### src/hdl/sram_port_defs.svh
// SRAM port width and depth macros

`ifndef SRAM_PORT_DEFS_SVH
`define SRAM_PORT_DEFS_SVH

// ------------------------------------------------------------------
// Bus widths
// ------------------------------------------------------------------
`define SP_ADDR_W 32 // Byte address into memory
`define SP_DATA_W 32 // One memory word
`define SP_STRB_W 4  // One bit per data byte

// Packet fields carried alongside each command
`define SP_ID_W  8
`define SP_CMD_W 3 // Wide enough for the five commands

// ------------------------------------------------------------------
// Queue sizing
// ------------------------------------------------------------------
// Request FIFO and response tag FIFO share one depth
`define SP_FIFO_DEPTH 16

// Tag FIFO occupancy at which issue stops
// Leaves room for commands already granted
`define SP_PROG_THRESH 8

`endif // SRAM_PORT_DEFS_SVH
### src/hdl/sram_port_pkg.sv
// SRAM port command and payload types

`include "sram_port_defs.svh"

package sram_port_pkg;

  // ------------------------------------------------------------------
  // Command encoding
  // ------------------------------------------------------------------
  typedef enum logic [`SP_CMD_W-1:0] {
    mem_read     = 0, // Plain word read
    mem_write    = 1, // Strobed word write
    stream_read  = 2,
    stream_write = 3, // Treated as a write on the port
    cache_flush  = 4  // Issued as a read, no bytes written
  } cmd_e;

  // ------------------------------------------------------------------
  // Issued command
  // ------------------------------------------------------------------
  // Leaves ingress with an absolute address
  // Inside ingress stage 1 the addr field still holds the offset
  typedef struct packed {
    logic [`SP_ID_W-1:0]   id;    // Packet id, returned with the response
    cmd_e                  cmd;
    logic [`SP_ADDR_W-1:0] addr;  // Base plus offset
    logic [`SP_DATA_W-1:0] wdata;
    logic [`SP_STRB_W-1:0] strb;  // Raw strobe, masked at issue
  } cache_request_t;

  // ------------------------------------------------------------------
  // Response tag
  // ------------------------------------------------------------------
  // Kept per granted command until memory answers
  // No data here, rdata joins it in egress
  typedef struct packed {
    logic [`SP_ID_W-1:0]   id;
    cmd_e                  cmd;
    logic [`SP_ADDR_W-1:0] addr;
  } resp_tag_t;

endpackage : sram_port_pkg

### src/hdl/sram_port_top.sv
// SRAM memory command port top level

`include "sram_port_defs.svh"

module sram_port_top (
  input  logic                  ap_clk,
  input  logic                  areset_control,
  // Kernel descriptor
  input  logic                  desc_valid_i,
  input  logic [`SP_ADDR_W-1:0] desc_base_i,
  // Memory packet request
  input  logic                  req_valid_i,
  input  logic [`SP_ID_W-1:0]   req_id_i,
  input  sram_port_pkg::cmd_e   req_cmd_i,
  input  logic [`SP_ADDR_W-1:0] req_offset_i,
  input  logic [`SP_DATA_W-1:0] req_wdata_i,
  input  logic [`SP_STRB_W-1:0] req_strb_i,
  input  logic                  resp_ready_i,
  // Memory port
  input  logic                  mem_gnt_i,
  input  logic                  mem_rsp_valid_i,
  input  logic [`SP_DATA_W-1:0] mem_rsp_rdata_i,
  output logic                  mem_req_o,
  output logic [`SP_ADDR_W-1:0] mem_addr_o,
  output logic                  mem_we_o,
  output logic [`SP_DATA_W-1:0] mem_wdata_o,
  output logic [`SP_STRB_W-1:0] mem_be_o,
  // Memory packet response
  output logic                  resp_valid_o,
  output logic [`SP_ID_W-1:0]   resp_id_o,
  output sram_port_pkg::cmd_e   resp_cmd_o,
  output logic [`SP_ADDR_W-1:0] resp_addr_o,
  output logic [`SP_DATA_W-1:0] resp_rdata_o,
  output logic                  done_o
);

  // ------------------------------------------------------------------
  // Stage interconnect
  // ------------------------------------------------------------------
  logic                          desc_loaded;
  logic                          cmd_valid;
  sram_port_pkg::cache_request_t cmd;
  logic                          tag_prog_full; // Back-pressure from egress
  logic                          tag_push;
  sram_port_pkg::resp_tag_t      tag;
  logic                          req_empty;     // Feeds done

  request_ingress u_ingress (
    .ap_clk         (ap_clk        ),
    .areset_control (areset_control),
    .desc_valid_i   (desc_valid_i  ),
    .desc_base_i    (desc_base_i   ),
    .req_valid_i    (req_valid_i   ),
    .req_id_i       (req_id_i      ),
    .req_cmd_i      (req_cmd_i     ),
    .req_offset_i   (req_offset_i  ),
    .req_wdata_i    (req_wdata_i   ),
    .req_strb_i     (req_strb_i    ),
    .desc_loaded_o  (desc_loaded   ),
    .cmd_valid_o    (cmd_valid     ),
    .cmd_o          (cmd           )
  );

  command_issue u_issue (
    .ap_clk          (ap_clk        ),
    .areset_control  (areset_control),
    .desc_loaded_i   (desc_loaded   ),
    .cmd_valid_i     (cmd_valid     ),
    .cmd_i           (cmd           ),
    .resp_ready_i    (resp_ready_i  ),
    .tag_prog_full_i (tag_prog_full ),
    .mem_gnt_i       (mem_gnt_i     ),
    .mem_req_o       (mem_req_o     ),
    .mem_addr_o      (mem_addr_o    ),
    .mem_we_o        (mem_we_o      ),
    .mem_wdata_o     (mem_wdata_o   ),
    .mem_be_o        (mem_be_o      ),
    .tag_push_o      (tag_push      ),
    .tag_o           (tag           ),
    .req_empty_o     (req_empty     )
  );

  response_egress u_egress (
    .ap_clk          (ap_clk         ),
    .areset_control  (areset_control ),
    .tag_push_i      (tag_push       ),
    .tag_i           (tag            ),
    .req_empty_i     (req_empty      ),
    .mem_rsp_valid_i (mem_rsp_valid_i),
    .mem_rsp_rdata_i (mem_rsp_rdata_i),
    .tag_prog_full_o (tag_prog_full  ),
    .resp_valid_o    (resp_valid_o   ),
    .resp_id_o       (resp_id_o      ),
    .resp_cmd_o      (resp_cmd_o     ),
    .resp_addr_o     (resp_addr_o    ),
    .resp_rdata_o    (resp_rdata_o   ),
    .done_o          (done_o         )
  );

endmodule : sram_port_top

### src/hdl/response_egress.sv
// Response tag queue and response merge

`include "sram_port_defs.svh"

module response_egress (
  input  logic                     ap_clk,
  input  logic                     areset_control,
  input  logic                     tag_push_i,
  input  sram_port_pkg::resp_tag_t tag_i,
  input  logic                     req_empty_i,
  input  logic                     mem_rsp_valid_i,
  input  logic [`SP_DATA_W-1:0]    mem_rsp_rdata_i,
  output logic                     tag_prog_full_o,
  output logic                     resp_valid_o,
  output logic [`SP_ID_W-1:0]      resp_id_o,
  output sram_port_pkg::cmd_e      resp_cmd_o,
  output logic [`SP_ADDR_W-1:0]    resp_addr_o,
  output logic [`SP_DATA_W-1:0]    resp_rdata_o,
  output logic                     done_o
);

  sram_port_pkg::resp_tag_t tag_head;
  logic                     tag_valid;  // Popped tag on dout
  logic                     tag_empty;
  logic                     rsp_valid_q;
  logic [`SP_DATA_W-1:0]    rdata_q1;
  logic [`SP_DATA_W-1:0]    rdata_q2;   // Lines up with tag_head
  logic                     empty_q;    // Both FIFOs empty at last edge

  // ------------------------------------------------------------------
  // Tag FIFO, standard read
  // ------------------------------------------------------------------
  sync_fifo #(
    .payload_t   (sram_port_pkg::resp_tag_t),
    .DEPTH       (`SP_FIFO_DEPTH           ),
    .PROG_THRESH (`SP_PROG_THRESH          ),
    .FWFT        (1'b0                     )
  ) u_tag_fifo (
    .ap_clk         (ap_clk         ),
    .areset_control (areset_control ),
    .wr_en_i        (tag_push_i     ),
    .din_i          (tag_i          ),
    .rd_en_i        (rsp_valid_q    ), // Pop one cycle after the memory answers
    .dout_o         (tag_head       ),
    .empty_o        (tag_empty      ),
    .full_o         (               ),
    .prog_full_o    (tag_prog_full_o),
    .valid_o        (tag_valid      )
  );

  // Memory data delay line
  always_ff @(posedge ap_clk) begin
    rdata_q1 <= mem_rsp_rdata_i;
    rdata_q2 <= rdata_q1;
  end

  // ------------------------------------------------------------------
  // Control registers
  // ------------------------------------------------------------------
  always_ff @(posedge ap_clk) begin
    if (areset_control) begin
      rsp_valid_q  <= 1'b0;
      resp_valid_o <= 1'b0;
      empty_q      <= 1'b0;
      done_o       <= 1'b0;
    end else begin
      rsp_valid_q  <= mem_rsp_valid_i;
      resp_valid_o <= tag_valid;
      empty_q      <= req_empty_i & tag_empty;
      done_o       <= empty_q & req_empty_i & tag_empty; // Empty over two edges
    end
  end

  // Merged response payload
  always_ff @(posedge ap_clk) begin
    if (tag_valid) begin
      resp_id_o    <= tag_head.id;
      resp_cmd_o   <= tag_head.cmd;
      resp_addr_o  <= tag_head.addr;
      resp_rdata_o <= rdata_q2;
    end
  end

endmodule : response_egress

### src/hdl/command_issue.sv
// Request queue and memory command issue

`include "sram_port_defs.svh"

module command_issue (
  input  logic                          ap_clk,
  input  logic                          areset_control,
  input  logic                          desc_loaded_i,
  input  logic                          cmd_valid_i,
  input  sram_port_pkg::cache_request_t cmd_i,
  input  logic                          resp_ready_i,
  input  logic                          tag_prog_full_i,
  input  logic                          mem_gnt_i,
  output logic                          mem_req_o,
  output logic [`SP_ADDR_W-1:0]         mem_addr_o,
  output logic                          mem_we_o,
  output logic [`SP_DATA_W-1:0]         mem_wdata_o,
  output logic [`SP_STRB_W-1:0]         mem_be_o,
  output logic                          tag_push_o,
  output sram_port_pkg::resp_tag_t      tag_o,
  output logic                          req_empty_o
);

  sram_port_pkg::cache_request_t head;       // FWFT head of request FIFO
  logic                          head_valid;
  logic                          ready_q;    // Consumer ready, one cycle late
  logic                          is_write;
  logic                          grant;

  // ------------------------------------------------------------------
  // Request FIFO, first word fall through
  // ------------------------------------------------------------------
  sync_fifo #(
    .payload_t   (sram_port_pkg::cache_request_t),
    .DEPTH       (`SP_FIFO_DEPTH                ),
    .PROG_THRESH (`SP_PROG_THRESH               ),
    .FWFT        (1'b1                          )
  ) u_req_fifo (
    .ap_clk         (ap_clk        ),
    .areset_control (areset_control),
    .wr_en_i        (cmd_valid_i   ),
    .din_i          (cmd_i         ),
    .rd_en_i        (grant         ), // Pop on the granting edge
    .dout_o         (head          ),
    .empty_o        (req_empty_o   ),
    .full_o         (              ),
    .prog_full_o    (              ),
    .valid_o        (head_valid    )
  );

  always_ff @(posedge ap_clk) begin
    if (areset_control) begin
      ready_q <= 1'b0;
    end else begin
      ready_q <= resp_ready_i;
    end
  end

  // ------------------------------------------------------------------
  // Issue gating
  // ------------------------------------------------------------------
  assign mem_req_o = head_valid & desc_loaded_i & ~tag_prog_full_i & ready_q;
  assign grant     = mem_req_o & mem_gnt_i;

  assign is_write = (head.cmd == sram_port_pkg::mem_write) |
                    (head.cmd == sram_port_pkg::stream_write);

  assign mem_addr_o  = head.addr;
  assign mem_wdata_o = head.wdata;
  assign mem_we_o    = is_write;
  assign mem_be_o    = head.strb & {`SP_STRB_W{is_write}}; // No bytes for reads and flush

  // Tag follows the command into the response FIFO
  assign tag_push_o = grant;
  always_comb begin
    tag_o.id   = head.id;
    tag_o.cmd  = head.cmd;
    tag_o.addr = head.addr;
  end

endmodule : command_issue

### src/hdl/request_ingress.sv
// Descriptor and request input pipeline

`include "sram_port_defs.svh"

module request_ingress (
  input  logic                          ap_clk,
  input  logic                          areset_control,
  input  logic                          desc_valid_i,
  input  logic [`SP_ADDR_W-1:0]         desc_base_i,
  input  logic                          req_valid_i,
  input  logic [`SP_ID_W-1:0]           req_id_i,
  input  sram_port_pkg::cmd_e           req_cmd_i,
  input  logic [`SP_ADDR_W-1:0]         req_offset_i,
  input  logic [`SP_DATA_W-1:0]         req_wdata_i,
  input  logic [`SP_STRB_W-1:0]         req_strb_i,
  output logic                          desc_loaded_o,
  output logic                          cmd_valid_o,
  output sram_port_pkg::cache_request_t cmd_o
);

  logic [`SP_ADDR_W-1:0]         desc_base_q;
  logic                          s1_valid_q;
  sram_port_pkg::cache_request_t s1_req_q; // addr still holds the offset

  // ------------------------------------------------------------------
  // Descriptor register
  // ------------------------------------------------------------------
  always_ff @(posedge ap_clk) begin
    if (areset_control) begin
      desc_loaded_o <= 1'b0;
    end else if (desc_valid_i) begin
      desc_loaded_o <= 1'b1; // Sticky until reset
    end
  end

  always_ff @(posedge ap_clk) begin
    if (desc_valid_i) begin
      desc_base_q <= desc_base_i; // Any new descriptor replaces the base
    end
  end

  // ------------------------------------------------------------------
  // Two-stage request pipeline
  // ------------------------------------------------------------------
  always_ff @(posedge ap_clk) begin
    if (areset_control) begin
      s1_valid_q  <= 1'b0;
      cmd_valid_o <= 1'b0;
    end else begin
      s1_valid_q  <= req_valid_i;  // Edge N
      cmd_valid_o <= s1_valid_q;   // Edge N+1, FIFO push at N+2
    end
  end

  // Stage 1 captures the raw packet
  always_ff @(posedge ap_clk) begin
    s1_req_q.id    <= req_id_i;
    s1_req_q.cmd   <= req_cmd_i;
    s1_req_q.addr  <= req_offset_i;
    s1_req_q.wdata <= req_wdata_i;
    s1_req_q.strb  <= req_strb_i;
  end

  // Stage 2 maps offset to absolute address
  always_ff @(posedge ap_clk) begin
    cmd_o      <= s1_req_q;
    cmd_o.addr <= desc_base_q + s1_req_q.addr;
  end

endmodule : request_ingress

### src/hdl/sync_fifo.sv
// Synchronous FIFO with programmable full

module sync_fifo #(
  parameter type payload_t   = logic [31:0],
  parameter int  DEPTH       = 16,
  parameter int  PROG_THRESH = 8,
  parameter bit  FWFT        = 1'b1 // 1 head always visible, 0 registered read
) (
  input  logic     ap_clk,
  input  logic     areset_control,
  input  logic     wr_en_i,
  input  payload_t din_i,
  input  logic     rd_en_i,
  output payload_t dout_o,
  output logic     empty_o,
  output logic     full_o,
  output logic     prog_full_o,
  output logic     valid_o
);

  localparam int PTR_W = (DEPTH > 1) ? $clog2(DEPTH) : 1;

  payload_t         mem_q [DEPTH];
  logic [PTR_W-1:0] wr_ptr_q;
  logic [PTR_W-1:0] rd_ptr_q;
  logic [PTR_W:0]   count_q;  // Occupancy, one bit wider than pointers
  logic             push;
  logic             pop;

  assign push = wr_en_i & ~full_o;  // Writes into a full FIFO are dropped
  assign pop  = rd_en_i & ~empty_o;

  assign empty_o     = (count_q == '0);
  assign full_o      = (count_q == (PTR_W+1)'(DEPTH));
  assign prog_full_o = (count_q >= (PTR_W+1)'(PROG_THRESH));

  // ------------------------------------------------------------------
  // Pointers and occupancy
  // ------------------------------------------------------------------
  always_ff @(posedge ap_clk) begin
    if (areset_control) begin
      wr_ptr_q <= '0;
      rd_ptr_q <= '0;
      count_q  <= '0;
    end else begin
      if (push) begin
        wr_ptr_q <= (wr_ptr_q == PTR_W'(DEPTH-1)) ? '0 : wr_ptr_q + 1'b1; // Wrap
      end
      if (pop) begin
        rd_ptr_q <= (rd_ptr_q == PTR_W'(DEPTH-1)) ? '0 : rd_ptr_q + 1'b1;
      end
      case ({push, pop})
        2'b10:   count_q <= count_q + 1'b1;
        2'b01:   count_q <= count_q - 1'b1;
        default: count_q <= count_q; // Idle or push with pop
      endcase
    end
  end

  // Storage
  always_ff @(posedge ap_clk) begin
    if (push) begin
      mem_q[wr_ptr_q] <= din_i;
    end
  end

  // ------------------------------------------------------------------
  // Read side
  // ------------------------------------------------------------------
  if (FWFT) begin : g_fwft
    assign dout_o  = mem_q[rd_ptr_q]; // Head shows while not empty
    assign valid_o = ~empty_o;
  end else begin : g_std
    payload_t dout_q;
    logic     valid_q;

    always_ff @(posedge ap_clk) begin
      if (areset_control) begin
        valid_q <= 1'b0;
      end else begin
        valid_q <= pop; // One cycle after rd_en_i
      end
    end

    always_ff @(posedge ap_clk) begin
      if (pop) begin
        dout_q <= mem_q[rd_ptr_q];
      end
    end

    assign dout_o  = dout_q;
    assign valid_o = valid_q;
  end

endmodule : sync_fifo

### config.mk
export PLATFORM = sky130hd
export DESIGN_NAME = sram_port_top
export DESIGN_NICKNAME = d
export VERILOG_FILES = /design/src/hdl/sram_port_pkg.sv /design/src/hdl/sram_port_top.sv /design/src/hdl/response_egress.sv /design/src/hdl/command_issue.sv /design/src/hdl/request_ingress.sv /design/src/hdl/sync_fifo.sv
export VERILOG_INCLUDE_DIRS = /design/src /design/src/hdl
export SDC_FILE = /design/constraint.sdc
export NUM_CORES = 2
export LEC_CHECK = 0
export BUFFER_PORTS_ARGS = -buffer_cell sky130_fd_sc_hd__buf_2
export CAP_MARGIN = 10
export CORE_MARGIN = 4
export CORE_UTILIZATION = 31
export DETAILED_ROUTE_END_ITERATION = 12
export SYNTH_ARGS = -nofsm -noshare
export SYNTH_HDL_FRONTEND = slang
export SYNTH_HIERARCHICAL = 1
export SYNTH_SLANG_ARGS = --single-unit
export TNS_END_PERCENT = 30
### constraint.sdc
create_clock -name ap_clk -period 20.2 [get_ports ap_clk]
set_input_delay 3.03 -clock ap_clk [delete_from_list [all_inputs] [get_ports ap_clk]]
set_output_delay 3.03 -clock ap_clk [all_outputs]
set_load 0.03 [all_outputs]
## Word-level counts from Yosys, hierarchy flattened

Memory sizes are Yosys's and may differ from the RTL's. A register that Yosys moved wholly into a read port is not among the register bits.
Cells that the tools add are included.

- Add/subtract/negate cells: 9
- Order comparisons: 1
- Equal/unequal tests: 12
- Multiplexer cells: 12
- Bitwise logic cells: 18
- Reduce and logical (&&, ||, !) cells: 4

Operators with widths:

| kind | count |
|---|---|
| 32-bit adder | 1 |
| 4-bit 2-to-1 mux | 6 |
| 5-bit case mux with 2 select lines | 2 |
| 4-bit by 1-bit adder with 4-bit output, second input constant | 4 |
| 4-bit equality test, second input constant | 4 |
| 1-bit bitwise AND | 11 |
| 5-bit by 1-bit adder with 5-bit output, second input constant | 2 |
| 5-bit equality test, second input constant | 2 |
| 5-bit logical NOT | 2 |
| 5-bit by 1-bit subtractor with 5-bit output, second input constant | 2 |
| 5-bit by 4-bit >= comparator with 1-bit output, second input constant | 1 |
| 1-bit NOT | 5 |
| 4-bit bitwise AND | 1 |
| 2-bit by 1-bit equality test with 1-bit output, second input constant | 2 |
| 2-bit equality test, second input constant | 2 |
| 1-bit 2-to-1 mux | 4 |
| 2-bit nonzero test | 2 |
| 3-bit by 1-bit equality test with 1-bit output, second input constant | 1 |
| 3-bit by 2-bit equality test with 1-bit output, second input constant | 1 |
| 1-bit bitwise OR | 1 |

- Register bits: 364
- RAM bits: 1,952
- Bits of input ports: 150
- Output and inout bits: 147
- Word-level logic and storage cells: 90
- Memories kept: 2

Memories:

| name | words | width | read ports | clocked after memory_dff | wr ports | line | text |
|---|---|---|---|---|---|---|---|
| u_issue.u_req_fifo.mem_q | 16 | 79 | 1 | 1 | 1 | sync_fifo.sv:23 | `payload_t mem_q [DEPTH];` |
| u_egress.u_tag_fifo.mem_q | 16 | 43 | 1 | 1 | 1 | sync_fifo.sv:23 |  |

## Depth between registers and ports, before layout

- Depth after elaboration: 9
- Gate-level depth with buffers: 17
- Mapped depth without buffers: 14

## Cells and area by module

The synthesis kept the hierarchy.

By module, submodules not included:

| module | times used | cells each | area each (um^2) | seq. area each (um^2) |
|---|---|---|---|---|
| sync_fifo at u_issue.u_req_fifo | 1 | 1,871 | 48,809.3 | 38,296.7 |
| sync_fifo at u_egress.u_tag_fifo | 1 | 1,202 | 27,873.0 | 22,231.3 |
| request_ingress | 1 | 434 | 5,930.7 | 4,184.0 |
| response_egress | 1 | 147 | 3,651.0 | 3,613.5 |
| command_issue | 1 | 41 | 316.6 | 20.0 |

## Least setup slack after synthesis

Ideal clock, no wire load.

- Kind: register to register
- From: register u_issue.u_req_fifo.count_q[2]
- To: memory u_issue/u_req_fifo/mem_q[0][0] (netlist name), enable pin
- Library setup time: 0.739 ns
- Arrival time: 9.263 ns
- Data required time: 19.461 ns
- Setup slack: 10.198 ns
- Cell stages (with the launch flop): 8
- Buffers on the path: 3
- Clock period less this slack: 10.002 ns
- Path through: dfxtp_1 clkbuf_1 or4_1 buf_2 o21a_4 inv_2 buf_6 nor4b_1

- Cells in the longest elaborated chain, start to end: 5

RTL lines:

| element | line | text |
|---|---|---|
| start, declared | sync_fifo.sv:26 | `logic [PTR_W:0] count_q;` |
| start signal, assigned | sync_fifo.sv:53 | `2'b10: count_q <= count_q + 1'b1;` |
| start signal, assigned | sync_fifo.sv:54 | `2'b01: count_q <= count_q - 1'b1;` |
| start signal, assigned | sync_fifo.sv:55 | `default: count_q <= count_q;` |
| 5-bit equality test | sync_fifo.sv:34 | `assign full_o = (count_q == (PTR_W+1)'(DEPTH));` |
| 1-bit NOT | sync_fifo.sv:30 | `assign push = wr_en_i & ~full_o;` |
| 1-bit bitwise AND | sync_fifo.sv:30 |  |
| 1-bit 2-to-1 mux | sync_fifo.sv:62 | `if (push) begin` |
| 1-bit 2-to-1 mux (not written as such) | sync_fifo.sv:63 | `mem_q[wr_ptr_q] <= din_i;` |
| end, declared | sync_fifo.sv:23 |  |

No other way between the ends.

==> impl_metrics.ini <==
[status]
status = complete, no violations

[floorplanning]
core_sq_um = 277000
die_w_um = 536
initial_core_util = 0.312
row_count = 193
dieArea_sq_um = 288000
ios = 297
die_h_um = 536

[timing]
fin_hold_ws_ns = 0.322
max_freq_mhz = 116
fin_crit_ns = 8.63
finalSetupTns_ns = 0
slew_violations = 0
skew_ns = 0.118
relSlewSlack = 0.185
rsz0062_at_grt = no
hold_viol = 0
setup_viol = 0
worst_slew_pin_slew_ns = 1.22
period_share = 0.427

[pwr]
pwr-share-comb = 0.020
ir_worst_vdd_mv = 0.0751
powerDensity_nw_per_um2 = 101
p_seq_frac = 0.548
switching_share = 0.203
p_leak_nw = 31.2
p_int_mw = 8.06
total_power_mw = 10.1
pwr-share-clk = 0.432
netSwitchingPower_mw = 2.05

[synthesis]
syn_area_sq_um = 86600
ys_warn_count = 6
synth_fp_nets = 3892
netlist_instances = 3692
avgSynthCellArea_sq_um = 23.4

[clock_tree]
ctsResizeCount = 0
root_buffer = clkbuf_16
hold_buffers = 0
cts.sinks = 2363
cts_inserted_buffers = 235
clk_pin_slew_ns = 0.06
worstSkewPairLatency_ns = 0.93
post-cts-setup-buffers = 0
cts_tree = built
cts_max_level = 4
max-clock-path-buffers = 4

[finish]
fin_nets = 4297
drive_above_1_share = 0.306
syn2layout_area_growth_pct = 15.4
layout.cells.non_filler = 8008

[setup_path]
critical_path_required_ns = 17.17
reg2reg_slack_ns = 15.80
cp.arrival_ns = 5.60
timing.rr.end = u_egress/u_tag_fifo/mem_q[0][29]
worstPathMaxFanout = 102
worstSetupEndpoint = mem_wdata_o[8]
path_class = reg -> out
start_kind = flip-flop
worstRegToRegCells = 4
cp-end-kind = primary output

[placed_design]
placedCellCount = 7565
port_buffers = 296
gp_congestion = 0.734
hpwl_um = 108000

[detailed_routing]
drt_iter0_drc = 3516
dr_total_vias = 39093
drc = 0
routedWlPerCell_um = 25.5
routed_via_density = 4.88
drt_wl_total_um = 204000
postRouteAntennaNets = 0
drt_pre_antenna_iters = 5

[job]
maxCapViolations = 0

[global_routing]
grt_overflow = 0
grt_pass1_wl_um = 291000
antenna_found_initial = 26
grt_pass1_vias = 40380
track_usage = 0.139
grt_max_degree = 158

[worst_hold_path]
hp-class = reg -> reg
hold_depth = 0
## worst min-delay path by stage
stage,start,end
2_1_floorplan,u_egress/rdata_q1[0],u_egress/rdata_q2[0]
3_3_place_gp,u_ingress/s1_req_q[21],u_ingress/cmd_o[21]
3_5_place_dp,u_egress/rdata_q1[16],u_egress/rdata_q2[16]
4_1_cts,u_ingress/s1_req_q[16],u_ingress/cmd_o[16]
5_1_grt,u_ingress/s1_req_q[6],u_ingress/cmd_o[6]
6_report,u_ingress/s1_req_q[16],u_ingress/cmd_o[16]
## flip-flops by register name, summed over array words and instances (netlist names), 4 cells and up, named ones only
name / cells
u_issue/u_req_fifo/wr_ptr_q: 4
u_egress/resp_rdata_o: 32
u_egress/u_tag_fifo/rd_ptr_q: 4
u_egress/u_tag_fifo/dout_o: 43
u_issue/u_req_fifo/rd_ptr_q: 4
u_egress/u_tag_fifo/mem_q: 688
u_egress/u_tag_fifo/count_q: 5
u_issue/u_req_fifo/mem_q: 1264
u_egress/resp_addr_o: 32
u_egress/rdata_q2: 32
u_ingress/s1_req_q: 79
u_egress/rdata_q1: 32
u_issue/u_req_fifo/count_q: 5
u_egress/resp_id_o: 8
u_ingress/desc_base_q: 32
u_ingress/cmd_o: 79
u_egress/u_tag_fifo/wr_ptr_q: 4
## metal layers
| metal | global-route usage | share of wire | wire [um] |
|---|---|---|---|
| met5 | 0 | 0.00029 | 59 |
| met4 | 0.0402 | 0.029 | 5830 |
| met3 | 0.0326 | 0.075 | 15400 |
| met2 | 0.221 | 0.47 | 96200 |
| met1 | 0.192 | 0.43 | 87000 |
## power by group through the flow
| stage | sequential [mW] | combinational (mW) | clock [mW] |
|---|---|---|---|
| after global routing | 5.55 | 0.217 | 4.71 |
| after CTS | 5.54 | 0.207 | 4.49 |
| after global placement | 5.63 | 0.203 | 0 |
| final | 5.54 | 0.201 | 4.37 |
| after floorplan | 5.60 | 0.110 | 0 |
| after detailed placement | 5.64 | 0.206 | 0 |
## placed cells by master, fill, tap and decap left out, types with 14 or more instances in the layout
cell	instances
clkbuf_1	50
clkbuf_16	240
a22oi_1	87
buf_2	296
mux4_2	523
mux4_1	44
ha_1	48
dfxtp_1	254
buf_4	64
a21o_1	20
xor2_1	24
edfxtp_1	2102
nor2_4	14
clkbuf_8	21
a21oi_1	43
clkinv_1	31
bufinv_16	24
o21ai_0	19
inv_1	18
clkinv_2	42
nand2_1	76
nor2_1	36
## layout make-up
cell class,count,area (sq um)
flip-flops and latches,2363,68400
repair buffers,365,2060
clock inverters,122,1280
multi-input cells,1113,17000
fillers,25244,177000
well taps,3705,4640
inverters,19,71.3
diodes,10,25.0
clock buffers,311,6480
## stage by stage
stage / util / worst slack (ns) / area [sq um]
after floorplan: - / 10.21 / 86600
after global placement: 0.332 / 12.23 / 92100
after detailed placement: 0.332 / 12.18 / 92100
after CTS: 0.360 / 11.24 / 99900
after global routing: 0.360 / 10.95 / 99900
final: 0.360 / 11.57 / 99900
## worst max-delay path, stage by stage (launching register included)
cell,delay (ns)
dfxtp_4,0.87
buf_12,0.70
buf_4,0.89
buf_4,0.77
mux4_1,0.67
mux4_2,0.49
buf_2,0.20
Power figures use the tool's default switching activity.
